`config.mk`:
```
export PLATFORM = sky130hd
export DESIGN_NAME = datapath_flat
export DESIGN_NICKNAME = d
export VERILOG_FILES = /design/src/source/mips_pkg.sv /design/src/source/ctrl_if.sv /design/src/source/reg_file.sv /design/src/source/datapath.sv /design/src/flat_wrapper.sv
export SDC_FILE = /design/constraint.sdc
export NUM_CORES = 2
export LEC_CHECK = 0
export ABC_AREA = 1
export BUFFER_PORTS_ARGS = -buffer_cell sky130_fd_sc_hd__buf_2
export CAP_MARGIN = 40
export CELL_PAD_IN_SITES_DETAIL_PLACEMENT = 1
export CELL_PAD_IN_SITES_GLOBAL_PLACEMENT = 1
export CORE_ASPECT_RATIO = 1.1
export CORE_MARGIN = 5
export CORE_UTILIZATION = 42
export DETAILED_ROUTE_END_ITERATION = 8
export HOLD_SLACK_MARGIN = 0.12
export PLACE_DENSITY_LB_ADDON = 0.1
export SYNTH_ARGS = -nofsm -noshare
export SYNTH_HDL_FRONTEND = slang
export SYNTH_HIERARCHICAL = 1
export SYNTH_SLANG_ARGS = --single-unit
```
`constraint.sdc`:
```
create_clock -name clk -period 4.1 [get_ports clk]
set_input_delay 0.41 -clock clk [delete_from_list [all_inputs] [get_ports clk]]
set_output_delay 0.41 -clock clk [all_outputs]
set_load 0.01 [all_outputs]
```
`src/source/mips_pkg.sv`:
```
package mips_pkg;

  typedef logic [31:0] word_t;
  typedef logic [4:0]  reg_addr_t;

  localparam int imem_words = 64;
  typedef logic [$clog2(imem_words)-1:0] imem_addr_t;

  // alu operation codes
  typedef logic [2:0] alu_op_t;
  localparam alu_op_t alu_and = 3'b000;
  localparam alu_op_t alu_or  = 3'b001;
  localparam alu_op_t alu_add = 3'b010;
  localparam alu_op_t alu_sub = 3'b110;
  localparam alu_op_t alu_slt = 3'b111;

  localparam logic [5:0] op_rtype = 6'h00;
  localparam logic [5:0] op_j     = 6'h02;
  localparam logic [5:0] op_beq   = 6'h04;
  localparam logic [5:0] op_addiu = 6'h09;
  localparam logic [5:0] op_lw    = 6'h23;
  localparam logic [5:0] op_sw    = 6'h2b;

  localparam logic [5:0] fn_addu = 6'h21;
  localparam logic [5:0] fn_subu = 6'h23;
  localparam logic [5:0] fn_and  = 6'h24;
  localparam logic [5:0] fn_or   = 6'h25;
  localparam logic [5:0] fn_slt  = 6'h2a;

  typedef logic [7:0] bus_ctl_t;
  localparam int ctl_wait = 0; // inbound only
  localparam int ctl_we   = 1; // host write in, cpu write out
  localparam int ctl_rd   = 2; // host read strobe

  typedef enum logic [2:0] {
    idle,
    addr,
    data,
    done,
    load_addr,
    load_data,
    read_out
  } bus_state_t;

endpackage

```
`src/source/ctrl_if.sv`:
```
`timescale 1ns/1ns

interface ctrl_if;
  logic              memtoreg;
  logic              alusrc;
  logic              regdst;
  logic              regwrite;
  logic              branch;
  logic              jump;
  mips_pkg::alu_op_t alu_op;

  modport ctrl (
    output memtoreg, alusrc, regdst, regwrite,
    output branch, jump, alu_op
  );

  modport dp (
    input memtoreg, alusrc, regdst, regwrite,
    input branch, jump, alu_op
  );

endinterface

```
`src/source/reg_file.sv`:
```
`timescale 1ns/1ns

module reg_file (
  input  logic                clk,
  input  logic                rst,
  input  logic                we,
  input  mips_pkg::reg_addr_t ra1,
  input  mips_pkg::reg_addr_t ra2,
  input  mips_pkg::reg_addr_t wa,
  input  mips_pkg::reg_addr_t ra_dbg,
  input  mips_pkg::word_t     wd,
  output mips_pkg::word_t     rd1,
  output mips_pkg::word_t     rd2,
  output mips_pkg::word_t     rd_dbg
);

  mips_pkg::word_t regs [32];

  always_ff @(posedge clk) begin
    if (rst) begin
      for (int i = 0; i < 32; i++) begin
        regs[i] <= '0;
      end
    end else if (we && wa != '0) begin
      regs[wa] <= wd;
    end
  end

  // r0 reads zero on every port
  assign rd1    = (ra1 == '0) ? '0 : regs[ra1];
  assign rd2    = (ra2 == '0) ? '0 : regs[ra2];
  assign rd_dbg = (ra_dbg == '0) ? '0 : regs[ra_dbg];

endmodule

```
`src/source/datapath.sv`:
```
`timescale 1ns/1ns

module datapath (
  input  logic                clk,
  input  logic                rst,
  ctrl_if.dp                  c,
  input  logic                pc_stall,
  input  mips_pkg::word_t     instr,
  output mips_pkg::word_t     pc,
  output mips_pkg::word_t     alu_out,
  output mips_pkg::word_t     writedata,
  input  mips_pkg::word_t     readdata,
  output logic                zero,
  input  mips_pkg::reg_addr_t debug_ra4,
  output mips_pkg::word_t     debug_rd4
);

  mips_pkg::word_t     pc_plus4;
  mips_pkg::word_t     pc_branch;
  mips_pkg::word_t     pc_jump;
  mips_pkg::word_t     pc_next;
  mips_pkg::word_t     sign_imm;
  mips_pkg::word_t     src_a;
  mips_pkg::word_t     src_b;
  mips_pkg::word_t     result;
  mips_pkg::reg_addr_t wa;
  logic                reg_we;

  assign pc_plus4  = pc + 32'd4;
  assign sign_imm  = {{16{instr[15]}}, instr[15:0]};
  assign pc_branch = pc_plus4 + {sign_imm[29:0], 2'b00};
  assign pc_jump   = {pc_plus4[31:28], instr[25:0], 2'b00};

  always_comb begin
    if (c.jump) begin
      pc_next = pc_jump;
    end else if (c.branch && zero) begin
      pc_next = pc_branch;
    end else begin
      pc_next = pc_plus4;
    end
  end

  // pc holds while the bus unit is busy
  always_ff @(posedge clk) begin
    if (rst) begin
      pc <= '0;
    end else if (!pc_stall) begin
      pc <= pc_next;
    end
  end

  assign wa     = c.regdst ? instr[15:11] : instr[20:16];
  assign reg_we = c.regwrite & ~pc_stall; // lw lands in the done cycle
  assign result = c.memtoreg ? readdata : alu_out;

  reg_file rf (
    .clk    (clk),
    .rst    (rst),
    .we     (reg_we),
    .ra1    (instr[25:21]),
    .ra2    (instr[20:16]),
    .wa     (wa),
    .ra_dbg (debug_ra4),
    .wd     (result),
    .rd1    (src_a),
    .rd2    (writedata),
    .rd_dbg (debug_rd4)
  );

  assign src_b = c.alusrc ? sign_imm : writedata;

  always_comb begin
    case (c.alu_op)
      mips_pkg::alu_and: alu_out = src_a & src_b;
      mips_pkg::alu_or:  alu_out = src_a | src_b;
      mips_pkg::alu_sub: alu_out = src_a - src_b;
      mips_pkg::alu_slt: alu_out = {31'b0, $signed(src_a) < $signed(src_b)};
      default:           alu_out = src_a + src_b;
    endcase
  end

  assign zero = (alu_out == '0);

endmodule

```
`src/flat_wrapper.sv`:
```
// flat-port wrapper written by rule: the top's interface ports become plain ports
module datapath_flat 
  (clk, rst, pc_stall, instr, pc, alu_out, writedata, readdata, zero, debug_ra4, debug_rd4, c_memtoreg, c_alusrc, c_regdst, c_regwrite, c_branch, c_jump, c_alu_op);
  ctrl_if c_i ();
  input  logic clk;
  input  logic rst;
  input  logic pc_stall;
  input  mips_pkg::word_t instr;
  output mips_pkg::word_t pc;
  output mips_pkg::word_t alu_out;
  output mips_pkg::word_t writedata;
  input  mips_pkg::word_t readdata;
  output logic zero;
  input  mips_pkg::reg_addr_t debug_ra4;
  output mips_pkg::word_t debug_rd4;
  input wire logic [$bits(c_i.memtoreg)-1:0] c_memtoreg;
  input wire logic [$bits(c_i.alusrc)-1:0] c_alusrc;
  input wire logic [$bits(c_i.regdst)-1:0] c_regdst;
  input wire logic [$bits(c_i.regwrite)-1:0] c_regwrite;
  input wire logic [$bits(c_i.branch)-1:0] c_branch;
  input wire logic [$bits(c_i.jump)-1:0] c_jump;
  input wire logic [$bits(c_i.alu_op)-1:0] c_alu_op;
  assign c_i.memtoreg = c_memtoreg;
  assign c_i.alusrc = c_alusrc;
  assign c_i.regdst = c_regdst;
  assign c_i.regwrite = c_regwrite;
  assign c_i.branch = c_branch;
  assign c_i.jump = c_jump;
  assign c_i.alu_op = c_alu_op;
  datapath u_core (.clk(clk), .rst(rst), .c(c_i), .pc_stall(pc_stall), .instr(instr), .pc(pc), .alu_out(alu_out), .writedata(writedata), .readdata(readdata), .zero(zero), .debug_ra4(debug_ra4), .debug_rd4(debug_rd4));
endmodule
```
==> summary.txt <==
Floorplan
  – I/O Pins: 210
  – Die Wd: around 420 µm
  – Die area: 0.195 mm²
  – Rows: 166
  – Initial core utilization: 0.421
  – Core area: 0.185 mm²
  – Die height: 462 µm

CTS
  – Clk sinks: between 1000 and 1500
  – Worst-path clk slew: 60 ps
  – CTS Buffer Depth: 3
  – Worst skew pair latency: 850 ps
  – TritonCTS clock tree: built
  – CTS buffer count: 120
  – Clock Tree Root: clkbuf_16
  – # H-tree levels: 3

Critical path
  – CP Data Arrival Time: 5180 ps
  – CP dominant cell by count: nand2_1
  – Critical-path top delay cell: edfxtp_1
  – WP data required: roughly 3700 ps
  – Worst path max stage delay: 390 ps
  – Critical path buffers and inverters: 11
  – Setup CP Type: register to primary output
  – Critical Path Fanout Max: 5
  – CP delay by family, top: simple AND/OR/NAND/NOR gates
  – Startpoint Class: register
  – Crit path capture type: primary output

Power and ir drop
  – Sw frac: 0.373
  – Clock power frac: 0.306
  – Flop pwr share: 0.332
  – Power Dens Cells: 354 mW/mm²
  – Worst vdd ir: ~400 µV
  – Pleak: 49.0 nW
  – Logic pwr share: 0.362
  – Switch Pwr: 14.1 mW
  – Pint: 23.7 mW

Synth
  – Post-synth top area cell: edfxtp_1
  – Post-Synthesis Cells: 11823
  – Synth top area cells: edfxtp_1 39%, nand2_1 19%, nand3_1 12%, nor2_1 9.7%, o21ai_0 3.6%
  – Adder-cell area share of the yosys netlist: 0.0213
  – Synth Area in XOR/XNOR: 0.00539
  – Mux share of post-synthesis cell area: 0.000577
  – Syn avg cell area: ~6.6 µm²
  – Top-area cell type share of the netlist area: 0.394
  – Post-synth EDFFs: 1024
  – Yosys reg bits: 1054
  – Synth Warn #: 6
  – Syn Std Cell Area: 0.0780 mm²
  – Post-synthesis sequential area ratio: 0.402
  – Synth Area in Compound Gates: 0.0717
  – Top_reg_cell synth: edfxtp_1
  – Async set-or-reset flop fraction in the synthesized netlist: 0
  – Yosys cell types: 47
  – Post-synthesis simple-gate area fraction: 0.416
  – Largest family of logic cells by synthesized area: simple AND/OR/NAND/NOR gates

Routing
  – TritonRoute pass-1 iters: 6
  – Total number of vias: 99780
  – WL per Instance: 30.0 µm
  – DRT Wirelength: 480000 µm
  – Vias per inst: 6.25
  – Antenna-violating nets left: 0
  – Starting DRT DRC Count: between 10000 and 15000
  – Drt drc: 0

STA
  – Fmax: 0.179 GHz
  – Max Slew Vio Count: 0
  – Hold Vio Cnt, Final: 0
  – Clock skew: 58.1 ps
  – Post-route setup TNS: -312330 ps
  – Relative slew slack: 0.403
  – Tmin final: approximately 5600 ps
  – Final WS setup: -1490 ps
  – Worst-margin pin slew: 894 ps
  – RSZ-0062 raised after global routing: yes
  – Hold slack: roughly 140 ps
  – Period Utilization, post-route: 1.36
  – Final setup vio count: 899

Global route
  – Vias in the first global route: about 100k
  – First-pass GRT wire length: 670000 µm
  – Initial antenna violation count: 13
  – Largest net degree at the start of global routing: 95
  – Grt total ovfl: 0
  – GR Util All Layers: 0.463

Status
  – Outcome: finished, violations left
  – Failing checks: negative setup slack

Placed design
  – Placer Congestion: 0.980
  – Port buffer count: 201
  – HPWL after detailed placement: about 310000 µm
  – Cells after DPL: 15572
  – Dpl cell area: 0.0964 mm²
  – Place WS: -1890 ps

Cells and area
  – Commonest cells after routing, fill and taps aside: 3657 x nand2_1, 1869 x nor2_1, 1774 x buf_4
  – Most common cell after layout, fill and taps aside: nand2_1
  – Non-filler cells, final: 15975
  – Layout area overhead: 36.8%
  – Nets: 13641
  – # fillers: 23698
  – Share of layout cells above drive strength 1: 0.253
  – Post-route cell area: 0.107 mm²

Job
  – Max_cap viols: 0

Worst hold path
  – Worst hold path type: primary input to register
-- per-layer routing --
layer,GRT usage,up-vias,part of all wire
met3,0.117,2370,0.12
li1,-,41618,-
met4,0.353,12,0.096
met1,0.542,48680,0.35
met2,0.735,7100,0.44
met5,0,-,0.00016
-- flip-flops by register name, indices dropped and copies added (netlist names) --
| name | flops |
|---|---|
| u_core/rf/regs | 1024 |
| u_core/pc | 30 |
-- worst reg2reg max path, delay by kind of cell (launching register included) --
family	cells	cell delay, ps
AND/OR/NAND/NOR	22	2490
adder cells (fa/ha/maj)	1	220
flip-flops	1	390
AO/OA/AOI/OAI	3	340
buffers and inverters	12	1550
-- timing repair --
action,CTS,global route
setup buffers,65,88
endpoints found under the hold margin,15,0
gates cloned,18,6
pin swaps,112,261
hold buffers,15,0
setup endpoints to repair,931,912
gates resized for setup,516,650
-- layout make-up --
class                           instances  area [µm²]  share of cell area
Timing Repair Buffer                 2362       21500               0.201
Tap cell                             2436        3050              0.0285
Antenna cell                            4        10.0           0.0000938
Sequential cell                      1054       31400               0.294
Clock inverter                         77         878             0.00823
Multi-Input combinational cell       9263       44400               0.416
Clock buffer                          151        3140              0.0294
Inverter                              628        2470              0.0231
-- cells by family after synthesis --
| logic type | Yosys count |
|---|---|
| DFF | 1054 |
| buffers and inverters | 1538 |
| muxes | 4 |
| xor gates and xnor gates | 48 |
| adders and majority gates | 131 |
| and+or+nand+nor | 7962 |
| AOI/OAI and AO/OA | 1084 |
| other | 2 |
-- power groups by stage --
| stage | sequential [mW] | clock, mW | combinational [mW] |
|---|---|---|---|
| after floorplan | 12.7 | 0 | 5.00 |
| after global placement | 12.7 | 0 | 11.1 |
| after detailed placement | 12.7 | 0 | 11.3 |
| after CTS | 12.5 | 11.5 | 12.2 |
| after global routing | 12.6 | 12.0 | 14.2 |
| final | 12.5 | 11.5 | 13.7 |
-- synthesized netlist by cell type (all sizes together) (10+ instances only) --
cell type / instances
nand3: 1847
o21bai: 10
inv: 623
a21oi: 402
nor2: 2039
o211ai: 30
xor2: 35
xnor2: 13
o21ai: 598
nor3: 33
or2: 19
o22ai: 26
buf: 488
ha: 128
nand2: 3980
edfxtp: 1024
clkbuf: 422
dfxtp: 30
nand4: 27
-- through the flow --
stage / utilization / total power, mW
global route: 0.576 / 38.7
global placement: 0.520 / 23.8
detailed placement: 0.520 / 24.1
finish: 0.576 / 37.8
floorplan: - / 17.7
CTS: 0.559 / 36.3
-- worst paths after layout --
check | startpoint | to | slack [ps] | cells after the start
worst max register to register | u_core/rf/regs[20][5] | u_core/pc[17] | -970 | 38
worst max-delay path | u_core/rf/regs[20][5] | zero | -1490 | 33
worst min register to register | u_core/pc[28] | u_core/pc[28] | 650 | 2
worst min-delay path | instr[13] | u_core/pc[15] | 140 | 4
Note: power is estimated with default switching activity, not from simulation.
