$ cat config.mk
export PLATFORM = sky130hd
export DESIGN_NAME = bus_unit
export DESIGN_NICKNAME = d
export VERILOG_FILES = /design/src/source/mips_pkg.sv /design/src/source/bus_unit.sv
export SDC_FILE = /design/constraint.sdc
export NUM_CORES = 1
export LEC_CHECK = 0
export BUFFER_PORTS_ARGS = -buffer_cell sky130_fd_sc_hd__clkbuf_2
export CORE_AREA = 10 10 47 49
export CTS_CLUSTER_SIZE = 25
export DETAILED_ROUTE_END_ITERATION = 10
export DIE_AREA = 0 0 57 59
export GPL_TIMING_DRIVEN = 0
export PLACE_DENSITY = 0.49
export SYNTH_ARGS = -nofsm -noshare
export SYNTH_HDL_FRONTEND = slang
export SYNTH_SLANG_ARGS = --single-unit
$ cat constraint.sdc
create_clock -name clk -period 3.3 [get_ports clk]
set_input_delay 0.33 -clock clk [delete_from_list [all_inputs] [get_ports clk]]
set_output_delay 0.33 -clock clk [all_outputs]
set_load 0.05 [all_outputs]
$ cat src/source/mips_pkg.sv
package mips_pkg;

  typedef logic [31:0] word_t;
  typedef logic [4:0]  reg_addr_t;

  localparam int imem_words = 64;
  typedef logic [$clog2(imem_words)-1:0] imem_addr_t;

  // alu operation codes
  typedef logic [2:0] alu_op_t;
  localparam alu_op_t alu_and = 3'b000;
  localparam alu_op_t alu_or  = 3'b001;
  localparam alu_op_t alu_add = 3'b010;
  localparam alu_op_t alu_sub = 3'b110;
  localparam alu_op_t alu_slt = 3'b111;

  localparam logic [5:0] op_rtype = 6'h00;
  localparam logic [5:0] op_j     = 6'h02;
  localparam logic [5:0] op_beq   = 6'h04;
  localparam logic [5:0] op_addiu = 6'h09;
  localparam logic [5:0] op_lw    = 6'h23;
  localparam logic [5:0] op_sw    = 6'h2b;

  localparam logic [5:0] fn_addu = 6'h21;
  localparam logic [5:0] fn_subu = 6'h23;
  localparam logic [5:0] fn_and  = 6'h24;
  localparam logic [5:0] fn_or   = 6'h25;
  localparam logic [5:0] fn_slt  = 6'h2a;

  typedef logic [7:0] bus_ctl_t;
  localparam int ctl_wait = 0; // inbound only
  localparam int ctl_we   = 1; // host write in, cpu write out
  localparam int ctl_rd   = 2; // host read strobe

  typedef enum logic [2:0] {
    idle,
    addr,
    data,
    done,
    load_addr,
    load_data,
    read_out
  } bus_state_t;

endpackage

$ cat src/source/bus_unit.sv
`timescale 1ns/1ns

module bus_unit (
  input  logic               clk,
  input  logic               rst,
  input  logic               memop,
  input  logic               memwrite,
  input  logic               bus_ack,
  input  mips_pkg::bus_ctl_t bus_ctrl_in,
  output logic               bus_req,
  output logic               bus_write,
  output logic               pc_stall,
  output logic               data_out,
  output logic               instr_out,
  output logic               instr_we,
  output logic               instr_addr_we
);

  mips_pkg::bus_state_t state;
  mips_pkg::bus_state_t state_nxt;
  logic                 bus_wait;
  logic                 host_we;
  logic                 host_rd;

  assign bus_wait = bus_ctrl_in[mips_pkg::ctl_wait];
  assign host_we  = bus_ctrl_in[mips_pkg::ctl_we];
  assign host_rd  = bus_ctrl_in[mips_pkg::ctl_rd];

  always_ff @(posedge clk) begin
    if (rst) begin
      state <= mips_pkg::idle;
    end else begin
      state <= state_nxt;
    end
  end

  always_comb begin
    state_nxt     = state;
    bus_req       = 1'b0;
    bus_write     = 1'b0;
    pc_stall      = 1'b1; // only idle and done let the pc move
    data_out      = 1'b0;
    instr_out     = 1'b0;
    instr_we      = 1'b0;
    instr_addr_we = 1'b0;
    case (state)
      mips_pkg::idle: begin
        // host requests win over a pending memory op
        if (host_we) begin
          instr_addr_we = 1'b1;
          state_nxt     = mips_pkg::load_addr;
        end else if (host_rd) begin
          instr_addr_we = 1'b1;
          state_nxt     = mips_pkg::read_out;
        end else if (memop) begin
          state_nxt = mips_pkg::addr;
        end else begin
          pc_stall = 1'b0;
        end
      end
      mips_pkg::addr: begin
        bus_req   = 1'b1;
        bus_write = memwrite;
        if (bus_ack) state_nxt = mips_pkg::data;
      end
      mips_pkg::data: begin
        bus_req   = 1'b1;
        bus_write = memwrite;
        data_out  = 1'b1;
        if (!bus_wait) state_nxt = mips_pkg::done;
      end
      mips_pkg::done: begin
        pc_stall  = 1'b0; // load data written back here
        state_nxt = mips_pkg::idle;
      end
      mips_pkg::load_addr: begin
        instr_we  = 1'b1; // data word follows the address word
        state_nxt = mips_pkg::idle;
      end
      mips_pkg::read_out: begin
        instr_out = 1'b1;
        state_nxt = mips_pkg::idle;
      end
      default: state_nxt = mips_pkg::idle;
    endcase
  end

endmodule

==> results of run 1 <==
## synth_stat cells
cell,n
dfxtp_1,3
nor3_1,1
inv_1,2
nand3_1,1
a211oi_1,2
nor4_1,1
o21ai_1,1
a21oi_1,1
nand2b_1,3
or4_1,1
nor2b_1,1
nor2_1,4
nand2_1,2
buf_6,1
and2_1,1
buf_2,1
a2111oi_0,1
o22a_1,1
## metal layers
layer  part of all wire  GRT usage
met4              0.032     0.0705
met2               0.57     0.0729
met1               0.36     0.0401
met5                  0          0
met3              0.036     0.0215
## logic make-up after synthesis
| family | Yosys count |
|---|---|
| flops | 3 |
| simple gates | 15 |
| compound gates | 6 |
| buf+inv | 4 |
## worst paths after layout
kind	from	end	slack, ps	depth (start not counted)
hold reg to reg	state[2]	state[0]	530	1
setup reg to reg	state[1]	state[1]	2160	3
hold / removal	rst	state[0]	300	2
setup / recovery	state[1]	pc_stall	1360	5
## metrics by stage
stage / hold WS (ps) / util
floorplan: 402 / -
global placement: 537 / 0.210
detailed placement: 533 / 0.210
CTS: 301 / 0.229
global route: 291 / 0.229
finish: 303 / 0.229
## critical path, delay by kind of cell (launching register included)
kind / cells / cell delay (ps)
DFF: 1 / 290
and+or+nand+nor: 2 / 570
buffers and inverters: 2 / 390
AOI/OAI and AO/OA: 1 / 130
## power by group through the flow
stage          combinational [mW]  clock, mW  sequential [mW]
5_1_grt                    0.0773     0.0728           0.0436
3_3_place_gp               0.0721          0           0.0435
2_1_floorplan              0.0546          0           0.0427
4_1_cts                    0.0724     0.0661           0.0431
6_report                   0.0713     0.0630           0.0430
3_5_place_dp               0.0722          0           0.0437
## area by class of cell
| type | instances | area, um2 |
|---|---|---|
| sequential | 3 | 60.1 |
| buffer | 2 | 16.3 |
| fill | 178 | 1080 |
| clock buffer | 4 | 26.3 |
| timing repair buffer | 14 | 70.1 |
| tap | 16 | 20.0 |
| inverter | 2 | 7.51 |
| multi-input combinational | 21 | 120 |
==> impl_summary.md, run 1 <==
Status
The flow ran to the end, and the final reports show no timing, DRC or antenna violations.

Layout
For this run, the number of standard cells in the final layout without fillers is 62. The top cell types in the final layout, fill and taps aside, are clkbuf_2 (14), nor2_1 (4), nand2b_1 (3), clkbuf_4 (3), dfxtp_1 (3). The repair_antennas step left the layout with diodes totalling 0. The flip-flop count of the largest register after layout is 3. Of the cells placed in the final design, the portion with a size suffix greater than 1 is 0.413. The area of all placed cells without fillers is 320 um2. The largest registers in the layout are state: 3 flops. The area added between synthesis and finish is 57.1%. In the final design database the tool counted 60 nets. The register with the most flip-flops is state. The most common cell after layout, fill and taps aside is clkbuf_2.

Synthesis
The cell count after synthesis came out at 28. The distinct cell type count after synthesis is 18. The number of nets handed over by synthesis was 41. The share of synthesized area occupied by flip-flops and latches is 0.294. The compound-gate portion of the synthesized area was 0.209. The total number of yosys warnings is 0. Dividing the synthesized area by the synthesized cell count gives 7.28 um2. Of the total synthesized cell area, the portion taken by AND, OR, NAND and NOR gates is 0.380. Measured against the total synthesized area, the mux share comes to 0. The post-synthesis instance area is 204 um2. The xor and xnor area share after synthesis is 0.

In the post-synthesis netlist, the biggest area contributors are dfxtp_1 (29%), nand2b_1 (9.2%), a211oi_1 (7.4%). Synthesis inferred 3 register bits. After synthesis, the largest family of logic cells by area is simple AND/OR/NAND/NOR gates. The arithmetic-cell share of the synthesized area counting full adders, half adders and majority gates is 0. dfxtp_1 takes more of the synthesized area than any other cell. Of the post-synthesis cell area, the dominant cell type holds 0.294.

Clocking
In this run the number of H-tree levels came out at 1. The later pin in the worst-skew pair is clocked with a latency of 230 ps. Buffers inserted during clock tree synthesis total 3.

After clock tree synthesis, the clock-pin slew on the worst setup and hold paths is 30 ps. The maximum clock insertion buffer count is 2. The TritonCTS clock tree is done. The post-cts resize count is 0. The cell at the root of the clock tree is clkbuf_4.

The total of hold buffers inserted after clock tree synthesis is 0. The clock net sink count is 3. After clock tree synthesis, the setup repair step added 0 buffers.

Placed design
The placement-stage worst setup slack is 1590 ps. The total placed cells including tap cells is 58. The post-detailed-placement cell area is 294 um2. The congestion estimate from routability-driven global placement came to 0.719.

The port buffer count is 14.

Timing
The post-layout worst setup margin is 1360 ps. The relative slew slack is 0.743. After layout, the minimum clock period comes to 1940 ps. The final count of hold timing violations came to 0.

The number of pins exceeding their max-slew limit in the final report is 0. The maximum clock frequency is 516 MHz. Of the available clock period, the critical path in the final layout requires 0.588. At the pin with the least slew margin, the transition time is 376 ps. The number of setup violations in the final report is 0.

The total negative slack is 0 ps. Clock skew on the completed layout was measured at 0.931 ps. Setup repair after global routing left no endpoint under its margin.

Floorplanning
The die covers 3360 um2. The die is 59 um tall. The initialized floorplan defines 14 standard-cell rows. For this design the top-level I/O count stands at 20.

The initial utilization of the core area, before any placement, comes to 0.146. The width of the chip is 57 um. The floorplan step defined a core boundary enclosing 1400 um2.

Global route
The total overflow reported by the global router is 0. The first global-routing pass estimated 1190 um of wire. The number of global-route vias before repair is 279. The pin count of the biggest net entering global routing is 10. The global-route total usage across every layer is 0.0483. The initial antenna violation count was 0.

Power and ir drop
Of the total power, registers draw 0.242. Of the total power, the share spent switching nets is 0.404. VDD sags by at most 0.141 mV. Dividing total power by cell area gives a power density of 554 nW/um2. The final total power is 177 uW. Of the total power, combinational logic draws 0.402. The internal power of the cells totals 106 uW.

The fraction of power consumed by the clock network is 0.355. For this design the total switching power over the nets is 71.6 uW. Summed over all cells, the static leakage comes to 0.151 nW.

Critical path
The worst setup path is captured at a primary output. The delay of the slowest critical-path stage is 500 ps. The largest individual stage delay along the critical path comes from the cell or4_1.

The required time at the worst-slack endpoint is 2970 ps. The worst setup path is of the reg2out kind. STA classifies the critical path startpoint as a flop. The worst endpoint data arrival time is 1610 ps. The critical path goes through buf_2 > or4_1 > o21ai_1 > nand2_1 > clkbuf_2. Of all nets on the critical path, the largest fanout is 9.

Detailed routing
For this run, design rule violations remaining after detail routing come to 0. The number of vias in the routed layout is 263. The aggregate routed wire length is 660 um. Dividing the detail-routed wire length by the instance count gives 10.6 um. Once detail routing completed, the nets flagged for antenna violations numbered 0.

The detailed router finished its first iteration with 2 violations. Before antenna repair, the detailed router went through 4 iterations. The number of vias per cell is 4.24.

Job
The number of max-capacitance violations reported is 0.

Min path
The path class of the tightest hold or removal check is in2reg.
No activity file was read; power rests on OpenSTA's default activity.
==> run 2, diff against run 1 <==
- clock period: 3.3 -> 1.95 ns (I/O delays scaled with it)
==> impl_summary.md, run 2 (synthesis results as in run 1) <==
Placed design
During placement, the flow inserted port buffers numbering 14. The routability congestion estimate from global placement is 0.639. Prior to clock tree synthesis, the placed netlist has a worst setup slack of 376 ps.

The number of placed instances, taps included, is 58. The half-perimeter wire length after placement is 526 um. The placed instances occupy a cell area of 304 um2.

Global route
The first global-routing pass estimated 1010 um of wire. Entering global routing, the biggest net connects 10 pins. Global routing finished with a remaining overflow of 0.

Across every metal layer, demand over resource in global routing totals 0.0394. The initial antenna violation count came to 0. The number of global-route vias before repair was 249.

Critical path
The worst setup path is captured at a primary output. The critical path is of the reg2out type. In this design, the largest share of critical-path delay is due to simple AND/OR/NAND/NOR gates.

The destination of the worst register-to-register timing path is state[0]. Traced cell by cell, the critical path runs through buf_2 > or4_1 > o21ai_1 > nand2_1 > clkbuf_2. The flop-to-flop setup slack is 800 ps.

STA puts the critical path data required time at 1750 ps. The worst endpoint data arrival time is 1610 ps. The kind of start point of the critical path is a flop. The largest individual stage delay along the critical path comes from the cell or4_1. The buffering stage count on the worst path with inverters included is 2. Following the worst setup path forward leads to its endpoint at pc_stall. The origin of the critical flop-to-flop path is state[0]. The largest fanout on the critical path is 9.

The delay of the slowest critical-path stage is 500 ps. The most critical setup path has its startpoint at state[1]. The critical path runs through a total of 5 cells. The number of cells on the worst reg-to-reg path is 4.

Layout
The area growth from synthesis to layout is 62.0%. The library cell used most frequently in the layout, excluding fill and tap cells, is clkbuf_2. The final net count is 60.

The register with the most flip-flops in the layout has 3 of them. Leaving out fill and tap cells, the most frequent cells in the layout are clkbuf_2 (14), nor2_1 (4), nand2b_1 (3), clkbuf_4 (3), dfxtp_1 (3). The largest registers in the layout are state: 3 flops. The area of all placed cells without fillers is 330 um2. In the final layout, the share of cells above drive strength 1 is 0.457. The register with the most flip-flops is state. 0 antenna diodes ended up in the layout.

The finished layout holds 62 standard cells, fillers aside. For this run, the share of the core covered by cells in the final layout is 0.236.

Timing
Clock skew on the completed layout was measured at 1.50 ps. For the final routed database, the setup TNS stands at 0 ps. Setup violations remaining at the end of the flow were counted as 0.

Setup repair after global routing left no endpoint under its margin. At the pin with the least slew margin, the transition time is 300 ps. The final count of hold timing violations is 0. The shortest period the worst path allows is 1810 ps. The number of pins exceeding their max-slew limit in the final report is 0. The worst path meets setup with 144 ps of slack. Dividing the final minimum period by the clock period gives 0.926. In this run the tightest slew margin relative to its limit is 0.795. The maximum clock frequency is 554 MHz.

Clocking
The TritonCTS clock tree is done. The post-cts resize count is 0. Clock latency on the worst-skew pair, taken at its later pin, is 230 ps. The number of hold buffers added after CTS was 0. The post-CTS repair timing setup buffer count is 0. The cell at the root of the clock tree is clkbuf_4. The total CTS buffers is 3. The clock-pin slew on the worst setup and hold paths is 40 ps. CTS saw 3 sinks. In this run the number of H-tree levels came out at 1. In this run the deepest clock path goes through 2 buffers.

Detailed routing
The number of vias per cell is 4.11. The starting DRC count in detailed routing is 4. The number of optimization iterations in the first detailed-route pass is 4. The final antenna-violating net count is 0.

In the routed design, unresolved DRC markers number 0. For this block, the routed nets add up to 631 um of wire. The routed wire length per instance is 10.2 um. The number of vias in the routed layout is 255.

Floorplanning
The count of standard-cell rows is 14. The core region is 1400 um2. In this run the count of I/O pins placed on the die edge is 20.

The starting density of the core is 0.146. In this run the horizontal extent of the chip is 57 um. The die footprint is 3360 um2. In this run the vertical extent of the chip is 59 um.

Min path
The class of the tightest hold or removal check is in2reg.

Power and ir drop
The power per standard cell area is 927 nW/um2. The analysis attributes to cell leakage a power of 0.153 nW. VDD sags by at most 0.241 mV.

Job
The tool flagged a number of max-cap violations equal to 0.

Status
The run finished with clean final reports.
-- run 2: cell counts in the layout (fill, tap and decap cells not counted) --
Identical to the previous run, type by type.
-- run 2: worst min path at each step --
| stage | startpoint | endpoint | slack (ps) | cells after the start |
|---|---|---|---|---|
| finish | rst | state[2] | 160 | 2 |
| floorplan | rst | state[2] | 270 | 1 |
| detailed placement | rst | state[2] | 400 | 2 |
| global route | rst | state[2] | 140 | 2 |
| CTS | rst | state[2] | 150 | 2 |
| global placement | rst | state[2] | 390 | 2 |
-- run 2: routing by layer --
layer | up-vias | part of all wire | global-route usage
met1 | 109 | 0.45 | 0.0382
met3 | 0 | 0.15 | 0.0408
met2 | 11 | 0.40 | 0.0481
met4 | 0 | 0 | 0.0302
li1 | 135 | - | -
met5 | - | 0 | 0
-- run 2: power breakdown --
part / total, mW / switching (mW) / internal (mW) / leakage, nW
clock: 0.109 / 0.0324 / 0.0767 / 0.0150
combinational: 0.124 / 0.0873 / 0.0367 / 0.113
sequential: 0.0732 / 0.00541 / 0.0678 / 0.0247
total: 0.306 / 0.125 / 0.181 / 0.153
-- run 2: layout make-up --
type,instances,area (um2)
Fill cell,181,1070
Inverter,2,7.51
Clock buffer,4,26.3
Sequential cell,3,60.1
Multi-Input combinational cell,21,130
Timing Repair Buffer,14,70.1
Buffer,2,16.3
Tap cell,16,20.0
-- run 2: through the flow --
step                hold slack (ps)  power [mW]
floorplan                       267       0.169
global placement                394       0.200
detailed placement              396       0.200
CTS                             145       0.316
global route                    145       0.329
finish                          155       0.306
