--- src/source/mips_pkg.sv ---
package mips_pkg;

  typedef logic [31:0] word_t;
  typedef logic [4:0]  reg_addr_t;

  localparam int imem_words = 64;
  typedef logic [$clog2(imem_words)-1:0] imem_addr_t;

  // alu operation codes
  typedef logic [2:0] alu_op_t;
  localparam alu_op_t alu_and = 3'b000;
  localparam alu_op_t alu_or  = 3'b001;
  localparam alu_op_t alu_add = 3'b010;
  localparam alu_op_t alu_sub = 3'b110;
  localparam alu_op_t alu_slt = 3'b111;

  localparam logic [5:0] op_rtype = 6'h00;
  localparam logic [5:0] op_j     = 6'h02;
  localparam logic [5:0] op_beq   = 6'h04;
  localparam logic [5:0] op_addiu = 6'h09;
  localparam logic [5:0] op_lw    = 6'h23;
  localparam logic [5:0] op_sw    = 6'h2b;

  localparam logic [5:0] fn_addu = 6'h21;
  localparam logic [5:0] fn_subu = 6'h23;
  localparam logic [5:0] fn_and  = 6'h24;
  localparam logic [5:0] fn_or   = 6'h25;
  localparam logic [5:0] fn_slt  = 6'h2a;

  typedef logic [7:0] bus_ctl_t;
  localparam int ctl_wait = 0; // inbound only
  localparam int ctl_we   = 1; // host write in, cpu write out
  localparam int ctl_rd   = 2; // host read strobe

  typedef enum logic [2:0] {
    idle,
    addr,
    data,
    done,
    load_addr,
    load_data,
    read_out
  } bus_state_t;

endpackage

--- src/source/ctrl_if.sv ---
`timescale 1ns/1ns

interface ctrl_if;
  logic              memtoreg;
  logic              alusrc;
  logic              regdst;
  logic              regwrite;
  logic              branch;
  logic              jump;
  mips_pkg::alu_op_t alu_op;

  modport ctrl (
    output memtoreg, alusrc, regdst, regwrite,
    output branch, jump, alu_op
  );

  modport dp (
    input memtoreg, alusrc, regdst, regwrite,
    input branch, jump, alu_op
  );

endinterface

--- src/source/controller.sv ---
`timescale 1ns/1ns

module controller (
  input  logic [5:0] op,
  input  logic [5:0] funct,
  input  logic       zero,
  ctrl_if.ctrl       c,
  output logic       memop,
  output logic       memwrite
);

  always_comb begin
    c.memtoreg = 1'b0;
    c.alusrc   = 1'b0;
    c.regdst   = 1'b0;
    c.regwrite = 1'b0;
    c.branch   = 1'b0;
    c.jump     = 1'b0;
    c.alu_op   = mips_pkg::alu_add;
    memop      = 1'b0;
    memwrite   = 1'b0;
    case (op)
      mips_pkg::op_rtype: begin
        c.regdst   = 1'b1;
        c.regwrite = 1'b1;
        case (funct)
          mips_pkg::fn_addu: c.alu_op = mips_pkg::alu_add;
          mips_pkg::fn_subu: c.alu_op = mips_pkg::alu_sub;
          mips_pkg::fn_and:  c.alu_op = mips_pkg::alu_and;
          mips_pkg::fn_or:   c.alu_op = mips_pkg::alu_or;
          mips_pkg::fn_slt:  c.alu_op = mips_pkg::alu_slt;
          default:           c.regwrite = 1'b0; // unsupported funct is a nop
        endcase
      end
      mips_pkg::op_addiu: begin
        c.alusrc   = 1'b1;
        c.regwrite = 1'b1;
      end
      mips_pkg::op_lw: begin
        c.alusrc   = 1'b1;
        c.regwrite = 1'b1;
        c.memtoreg = 1'b1;
        memop      = 1'b1;
      end
      mips_pkg::op_sw: begin
        c.alusrc = 1'b1;
        memop    = 1'b1;
        memwrite = 1'b1;
      end
      mips_pkg::op_beq: begin
        c.alu_op = mips_pkg::alu_sub; // compare by subtraction
        c.branch = 1'b1;              // datapath qualifies with zero
      end
      mips_pkg::op_j: c.jump = 1'b1;
      default: ;
    endcase
  end

endmodule

--- src/flat_wrapper.sv ---
// flat-port wrapper written by rule: the top's interface ports become plain ports
module controller_flat 
  (op, funct, zero, memop, memwrite, c_memtoreg, c_alusrc, c_regdst, c_regwrite, c_branch, c_jump, c_alu_op);
  ctrl_if c_i ();
  input  logic [5:0] op;
  input  logic [5:0] funct;
  input  logic zero;
  output logic memop;
  output logic memwrite;
  output wire logic [$bits(c_i.memtoreg)-1:0] c_memtoreg;
  output wire logic [$bits(c_i.alusrc)-1:0] c_alusrc;
  output wire logic [$bits(c_i.regdst)-1:0] c_regdst;
  output wire logic [$bits(c_i.regwrite)-1:0] c_regwrite;
  output wire logic [$bits(c_i.branch)-1:0] c_branch;
  output wire logic [$bits(c_i.jump)-1:0] c_jump;
  output wire logic [$bits(c_i.alu_op)-1:0] c_alu_op;
  assign c_memtoreg = c_i.memtoreg;
  assign c_alusrc = c_i.alusrc;
  assign c_regdst = c_i.regdst;
  assign c_regwrite = c_i.regwrite;
  assign c_branch = c_i.branch;
  assign c_jump = c_i.jump;
  assign c_alu_op = c_i.alu_op;
  controller u_core (.op(op), .funct(funct), .zero(zero), .c(c_i), .memop(memop), .memwrite(memwrite));
endmodule
--- config.mk ---
export PLATFORM = sky130hd
export DESIGN_NAME = controller_flat
export DESIGN_NICKNAME = d
export VERILOG_FILES = /design/src/source/mips_pkg.sv /design/src/source/ctrl_if.sv /design/src/source/controller.sv /design/src/flat_wrapper.sv
export SDC_FILE = /design/constraint.sdc
export NUM_CORES = 1
export LEC_CHECK = 0
export ABC_CLOCK_PERIOD_IN_PS = 1300
export BUFFER_PORTS_ARGS = -buffer_cell sky130_fd_sc_hd__buf_2
export CAP_MARGIN = 20
export CORE_AREA = 3 3 40 42
export DETAILED_ROUTE_END_ITERATION = 8
export DIE_AREA = 0 0 43 45
export PLACE_DENSITY_LB_ADDON = 0.12
export SLEW_MARGIN = 20
export SYNTH_ARGS = -nofsm -noshare
export SYNTH_HDL_FRONTEND = slang
export SYNTH_SLANG_ARGS = --single-unit
--- constraint.sdc ---
create_clock -name vclk -period 1.3
set_input_delay 0.065 -clock vclk [all_inputs]
set_output_delay 0.065 -clock vclk [all_outputs]
set_load 0.1 [all_outputs]
==> flow_metrics.env, run 1 <==
export IMPL_ys_seq_area_share_pct=0
export IMPL_part_of_the_power_in_combinational_logic_pct=100.0
export IMPL_area_sequential_um2=0
export IMPL_dpl_hpwl_um=756
export IMPL_cap_viol_max_count=0
export IMPL_share_clk_of_total_power_pct=0
export IMPL_max_clock_freq_mhz=608
export IMPL_dp_cells=74
export IMPL_slew_headroom_pct=73.5
export IMPL_antenna_violations_before_repair=0
export IMPL_critical_path_end_type="primary output"
export IMPL_drv_slew=0
export IMPL_synth_warning_count=0
export IMPL_rsz0062_at_grt="true"
export IMPL_num_nets_final=75
export IMPL_power_ir_vdd_worst_uv=121
export IMPL_critical_path_endpoint="c_regwrite"
export IMPL_syn_area_per_cell_um2=6.91
export IMPL_sw_frac_of_total_pct=53.1
export IMPL_diodes=0
export IMPL_ys_types=15
export IMPL_startpoint_type="input pin"
export IMPL_fin_crit_ns=1.64
export IMPL_largest_net_degree_at_the_start_of_global_routing=5
export IMPL_num_clock_buffers=0
export IMPL_maximum_fanout_along_the_worst_path=4
export IMPL_power_static_leakage_uw=0.000285
export IMPL_fp_dieH_um=45
export IMPL_routed_wirelength_um=843
export IMPL_postSynthCellCount=25
export IMPL_portBuffers=23
export IMPL_worstHoldPathType="input pin to primary output"
export IMPL_critical_path_startpoint="op[4]"
export IMPL_p_switching_uw=78.1
export IMPL_sequentialPowerShare_pct=0
export IMPL_finalHoldViolations=0
export IMPL_pwr_density_cell_mw_per_mm2=214
export IMPL_gp_routability_congestion=0.802
export IMPL_globalRouteOverflowTotal=0
export IMPL_antenna_left=0
export IMPL_violations="setup timing"
export IMPL_start_util_pct=13.4
export IMPL_remaining_drc_errors=0
export IMPL_drive_above_1_share_pct=83.3
export IMPL_placement_row_count=13
export IMPL_routed_via_density=4.53
export IMPL_layoutNonFillerInstCount=75
export IMPL_initialDrtViolationCount=0
export IMPL_cp_arrival_ns=1.58
export IMPL_global_route_wire_length_before_repair_um=1470
export IMPL_final_setup_tns_ns=-1.72
export IMPL_syn2layout_area_growth_pct=298
export IMPL_synth_area_um2=173
export IMPL_synth_net_count=38
export IMPL_path_class="input pin to primary output"
export IMPL_postLayoutCellArea_um2=687
export IMPL_setup_violations=7
export IMPL_dieArea_mm2=0.00194
export IMPL_drt_pass1_iterations=1
export IMPL_grtUsageTotal_pct=9.29
export IMPL_finalWorstSetupSlack_ns=-0.345
export IMPL_final_cycle_utilization_of_the_critical_path_pct=127
export IMPL_via_count_of_the_first_global_routing_pass=348
export IMPL_placement_cell_area_um2=636
export IMPL_fin_hold_ws_ns=0.555
export IMPL_p_int_uw=68.8
export IMPL_drt_wirelength_per_cell_um=11.2
export IMPL_outcome="finished, violations left"
export IMPL_layout_sequential_cells=0
export IMPL_most_common_layout_cells="11 x sky130_fd_sc_hd__buf_2, 11 x sky130_fd_sc_hd__buf_12, 10 x sky130_fd_sc_hd__buf_4"
export IMPL_core_region_area_mm2=0.00128
export IMPL_boundaryPins=24
export IMPL_holdPathStages=4
export IMPL_worst_slew_pin_transition_ns=0.392
export IMPL_vias=340
export IMPL_die_width_um=43
export IMPL_worst_ep_required_time_ns=1.24
worst min-delay path by stage:
stage | startpoint | end | slack (ns)
after detailed placement | op[3] | c_memtoreg | 0.56
after global placement | op[3] | c_memtoreg | 0.55
after global routing | op[3] | c_memtoreg | 0.58
after CTS | op[3] | c_memtoreg | 0.56
final | op[3] | c_memtoreg | 0.55
after floorplan | op[3] | c_memtoreg | 0.24
synthesized netlist by cell type:
library cell               n  area share [%]
sky130_fd_sc_hd__or3b_2    2              10
sky130_fd_sc_hd__nor2_1    2             4.3
sky130_fd_sc_hd__nand2_1   1             2.2
sky130_fd_sc_hd__nand3b_1  1             4.3
sky130_fd_sc_hd__xor2_1    1             5.1
sky130_fd_sc_hd__nor4bb_1  1             5.8
sky130_fd_sc_hd__or4_4     2              13
sky130_fd_sc_hd__a21oi_1   2             5.8
sky130_fd_sc_hd__o21a_1    1             4.3
sky130_fd_sc_hd__and2_1    1             3.6
sky130_fd_sc_hd__o21bai_1  1             4.3
sky130_fd_sc_hd__nand2b_1  2             7.2
sky130_fd_sc_hd__nor3b_1   4              17
sky130_fd_sc_hd__nor3_1    3             8.7
sky130_fd_sc_hd__o22ai_1   1             3.6
stage by stage:
| stage | worst slack [ns] | total power, µW | util [%] |
|---|---|---|---|
| after detailed placement | -0.474 | 139 | 49.5 |
| after global routing | -0.377 | 156 | 53.5 |
| after global placement | -0.474 | 135 | 49.5 |
| final | -0.345 | 147 | 53.5 |
| after CTS | -0.344 | 147 | 52.6 |
| after floorplan | -0.765 | 67.6 | - |
layout make-up:
type / count / area (µm²)
Multi-Input combinational cell: 25 / 284
Tap cell: 15 / 18.8
Fill cell: 120 / 598
Timing Repair Buffer: 35 / 384
worst max-delay path: stages:
cell,delay (ns)
sky130_fd_sc_hd__buf_6,0.09
sky130_fd_sc_hd__or4_4,0.53
sky130_fd_sc_hd__or4_4,0.50
sky130_fd_sc_hd__o22ai_4,0.20
sky130_fd_sc_hd__buf_12,0.19
power by group through the flow:
| stage | sequential [µW] | combinational [µW] | clock (µW) |
|---|---|---|---|
| final | 0 | 147 | 0 |
| after global routing | 0 | 156 | 0 |
| after CTS | 0 | 147 | 0 |
| after detailed placement | 0 | 139 | 0 |
| after global placement | 0 | 135 | 0 |
| after floorplan | 0 | 67.6 | 0 |
cells by family after synthesis:
| logic type | Yosys count | share of synthesized area [%] |
|---|---|---|
| AO/OA/AOI/OAI | 5 | 18.1 |
| XOR/XNOR | 1 | 5.07 |
| AND/OR/NAND/NOR | 19 | 76.8 |
layer usage:
layer	vias up	wire [µm]	share of wire, %	GRT usage (%)
met5	-	0	0	0
met4	0	0	0	0
met3	0	78	9.3	0.398
met2	16	484	57	19.2
met1	157	280	33	11.2
li1	167	-	-	-
what timing repair did:
item	4_1_cts	5_1_grt
setup endpoints to repair	8	8
setup buffers	0	1
hold buffers	0	0
resized for setup	9	1
pin swaps	5	5
Power figures use the tool's default switching activity.
==> run 2: changes to the inputs <==
Settings changed: CELL_PAD_IN_SITES_DETAIL_PLACEMENT set to 0, CELL_PAD_IN_SITES_GLOBAL_PLACEMENT set to 1.
==> run 2 against run 1 <==
Effect of this change: core utilization increased by 0.58 points; cell area grew 1.1%; via count fell by 0.29%; clock-buffer cell count stayed put; critical path depth unchanged; die area unchanged; first-iteration DRC count unchanged; sequential share of layout area unchanged; flip-flop and latch count unchanged; combinational power barely moved; maximum frequency up 0.48%; the run still ends with setup timing left; worst setup slack improved by 0.0079 ns.
==> flow_metrics.env, run 2 (synthesized netlist as in run 1, its figures left out) <==
export IMPL_placement_row_count=13
export IMPL_rsz0062_at_grt="true"
export IMPL_postLayoutCellArea_um2=694
export IMPL_violations="setup timing"
export IMPL_sw_frac_of_total_pct=52.7
export IMPL_boundaryPins=24
export IMPL_antenna_violations_before_repair=0
export IMPL_dieArea_mm2=0.00194
export IMPL_drt_pass1_iterations=1
export IMPL_worst_ep_required_time_ns=1.24
export IMPL_global_route_wire_length_before_repair_um=1390
export IMPL_startpoint_type="input pin"
export IMPL_pwr_density_cell_mw_per_mm2=215
export IMPL_worstHoldPathType="input pin to primary output"
export IMPL_outcome="finished, violations left"
export IMPL_num_clock_buffers=0
export IMPL_cap_viol_max_count=0
export IMPL_initialDrtViolationCount=0
export IMPL_p_int_uw=70.7
export IMPL_finalHoldViolations=0
export IMPL_drt_wirelength_per_cell_um=11.2
export IMPL_grtUsageTotal_pct=8.80
export IMPL_critical_path_max_stage_delay_ns=0.53
export IMPL_worst_slew_pin_transition_ns=0.383
export IMPL_routed_wirelength_um=853
export IMPL_critical_path_end_type="primary output"
export IMPL_drv_slew=0
export IMPL_diodes=0
export IMPL_critical_path_top_delay_family="simple AND/OR/NAND/NOR gates"
export IMPL_share_clk_of_total_power_pct=0
export IMPL_max_clock_freq_mhz=611
export IMPL_antenna_left=0
export IMPL_area_sequential_um2=0
export IMPL_fp_dieH_um=45
export IMPL_multiInputGateArea_um2=284
export IMPL_critPathBufInv=2
export IMPL_sequentialPowerShare_pct=0
export IMPL_path_class="input pin to primary output"
export IMPL_dpl_hpwl_um=763
export IMPL_slew_headroom_pct=74.4
export IMPL_fin_crit_ns=1.64
export IMPL_cp_arrival_ns=1.57
export IMPL_power_ir_vdd_worst_uv=112
export IMPL_slowest_stage="sky130_fd_sc_hd__or4_4"
export IMPL_most_common_layout_cells="11 x sky130_fd_sc_hd__buf_2, 11 x sky130_fd_sc_hd__buf_12, 11 x sky130_fd_sc_hd__buf_4"
export IMPL_largest_net_degree_at_the_start_of_global_routing=5
export IMPL_finalWorstSetupSlack_ns=-0.337
export IMPL_remaining_drc_errors=0
export IMPL_via_count_of_the_first_global_routing_pass=369
export IMPL_num_nets_final=76
export IMPL_final_cycle_utilization_of_the_critical_path_pct=126
export IMPL_globalRouteOverflowTotal=0
export IMPL_nFillCells=122
export IMPL_layout_sequential_cells=0
export IMPL_die_width_um=43
export IMPL_fin_hold_ws_ns=0.550
export IMPL_cp_cell_sequence="buf_6 > or4_4 > or4_4 > o22ai_4 > buf_12"
export IMPL_syn2layout_area_growth_pct=302
export IMPL_vias=339
export IMPL_setup_violations=7
export IMPL_p_switching_uw=78.8
export IMPL_crit_top_cell="sky130_fd_sc_hd__or4_4"
export IMPL_final_core_util_pct=54.0
export IMPL_portBuffers=23
export IMPL_gp_routability_congestion=0.774
export IMPL_placement_cell_area_um2=636
export IMPL_holdBufCountCts=0
export IMPL_routed_via_density=4.46
export IMPL_maximum_fanout_along_the_worst_path=4
export IMPL_drive_above_1_share_pct=83.6
export IMPL_power_static_leakage_uw=0.000290
export IMPL_core_region_area_mm2=0.00128
export IMPL_part_of_the_power_in_combinational_logic_pct=100.0
export IMPL_start_util_pct=13.4
run 2: power groups by stage:
stage,Sequential [µW],Clock [µW],Combinational (µW)
floorplan,0,0,67.6
global placement,0,0,135
detailed placement,0,0,139
CTS,0,0,148
global route,0,0,158
finish,0,0,150
run 2: metal layers:
layer,global-route usage (%),vias to the layer above,part of all wire (%)
met3,2.39,0,12
met4,0,0,0
met5,0,-,0
met2,19.5,16,56
met1,8.37,153,31
li1,-,170,-
run 2: area by class of cell:
cell class | count | area share, %
Timing Repair Buffer | 36 | 56.4
Multi-Input combinational cell | 25 | 40.9
Tap cell | 15 | 2.70
run 2: worst min-delay path: stages:
cell and delay, ns:
sky130_fd_sc_hd__buf_2 0.09, sky130_fd_sc_hd__buf_4 0.13, sky130_fd_sc_hd__nor3_4 0.05, sky130_fd_sc_hd__buf_12 0.16
run 2: path summary, 6_finish.rpt:
kind	slack (ns)	from	cells past startpoint	endpoint
hold / removal	0.55	op[3]	4	c_memtoreg
setup / recovery	-0.34	op[4]	5	c_regwrite
run 2: stage by stage:
stage | power, µW | instances | TNS, ns | setup slack [ns]
finish | 150 | 76 | -1.63 | -0.337
global route | 158 | 76 | -1.88 | -0.374
CTS | 148 | 75 | -1.66 | -0.348
detailed placement | 139 | 74 | -1.98 | -0.479
global placement | 135 | 74 | -1.92 | -0.474
floorplan | 67.6 | 25 | -3.86 | -0.765
run 2: repair_timing:
item,4_1_cts,5_1_grt
setup endpoints to repair,8,7
setup buffers,1,2
resized for setup,10,1
pin swaps,5,2
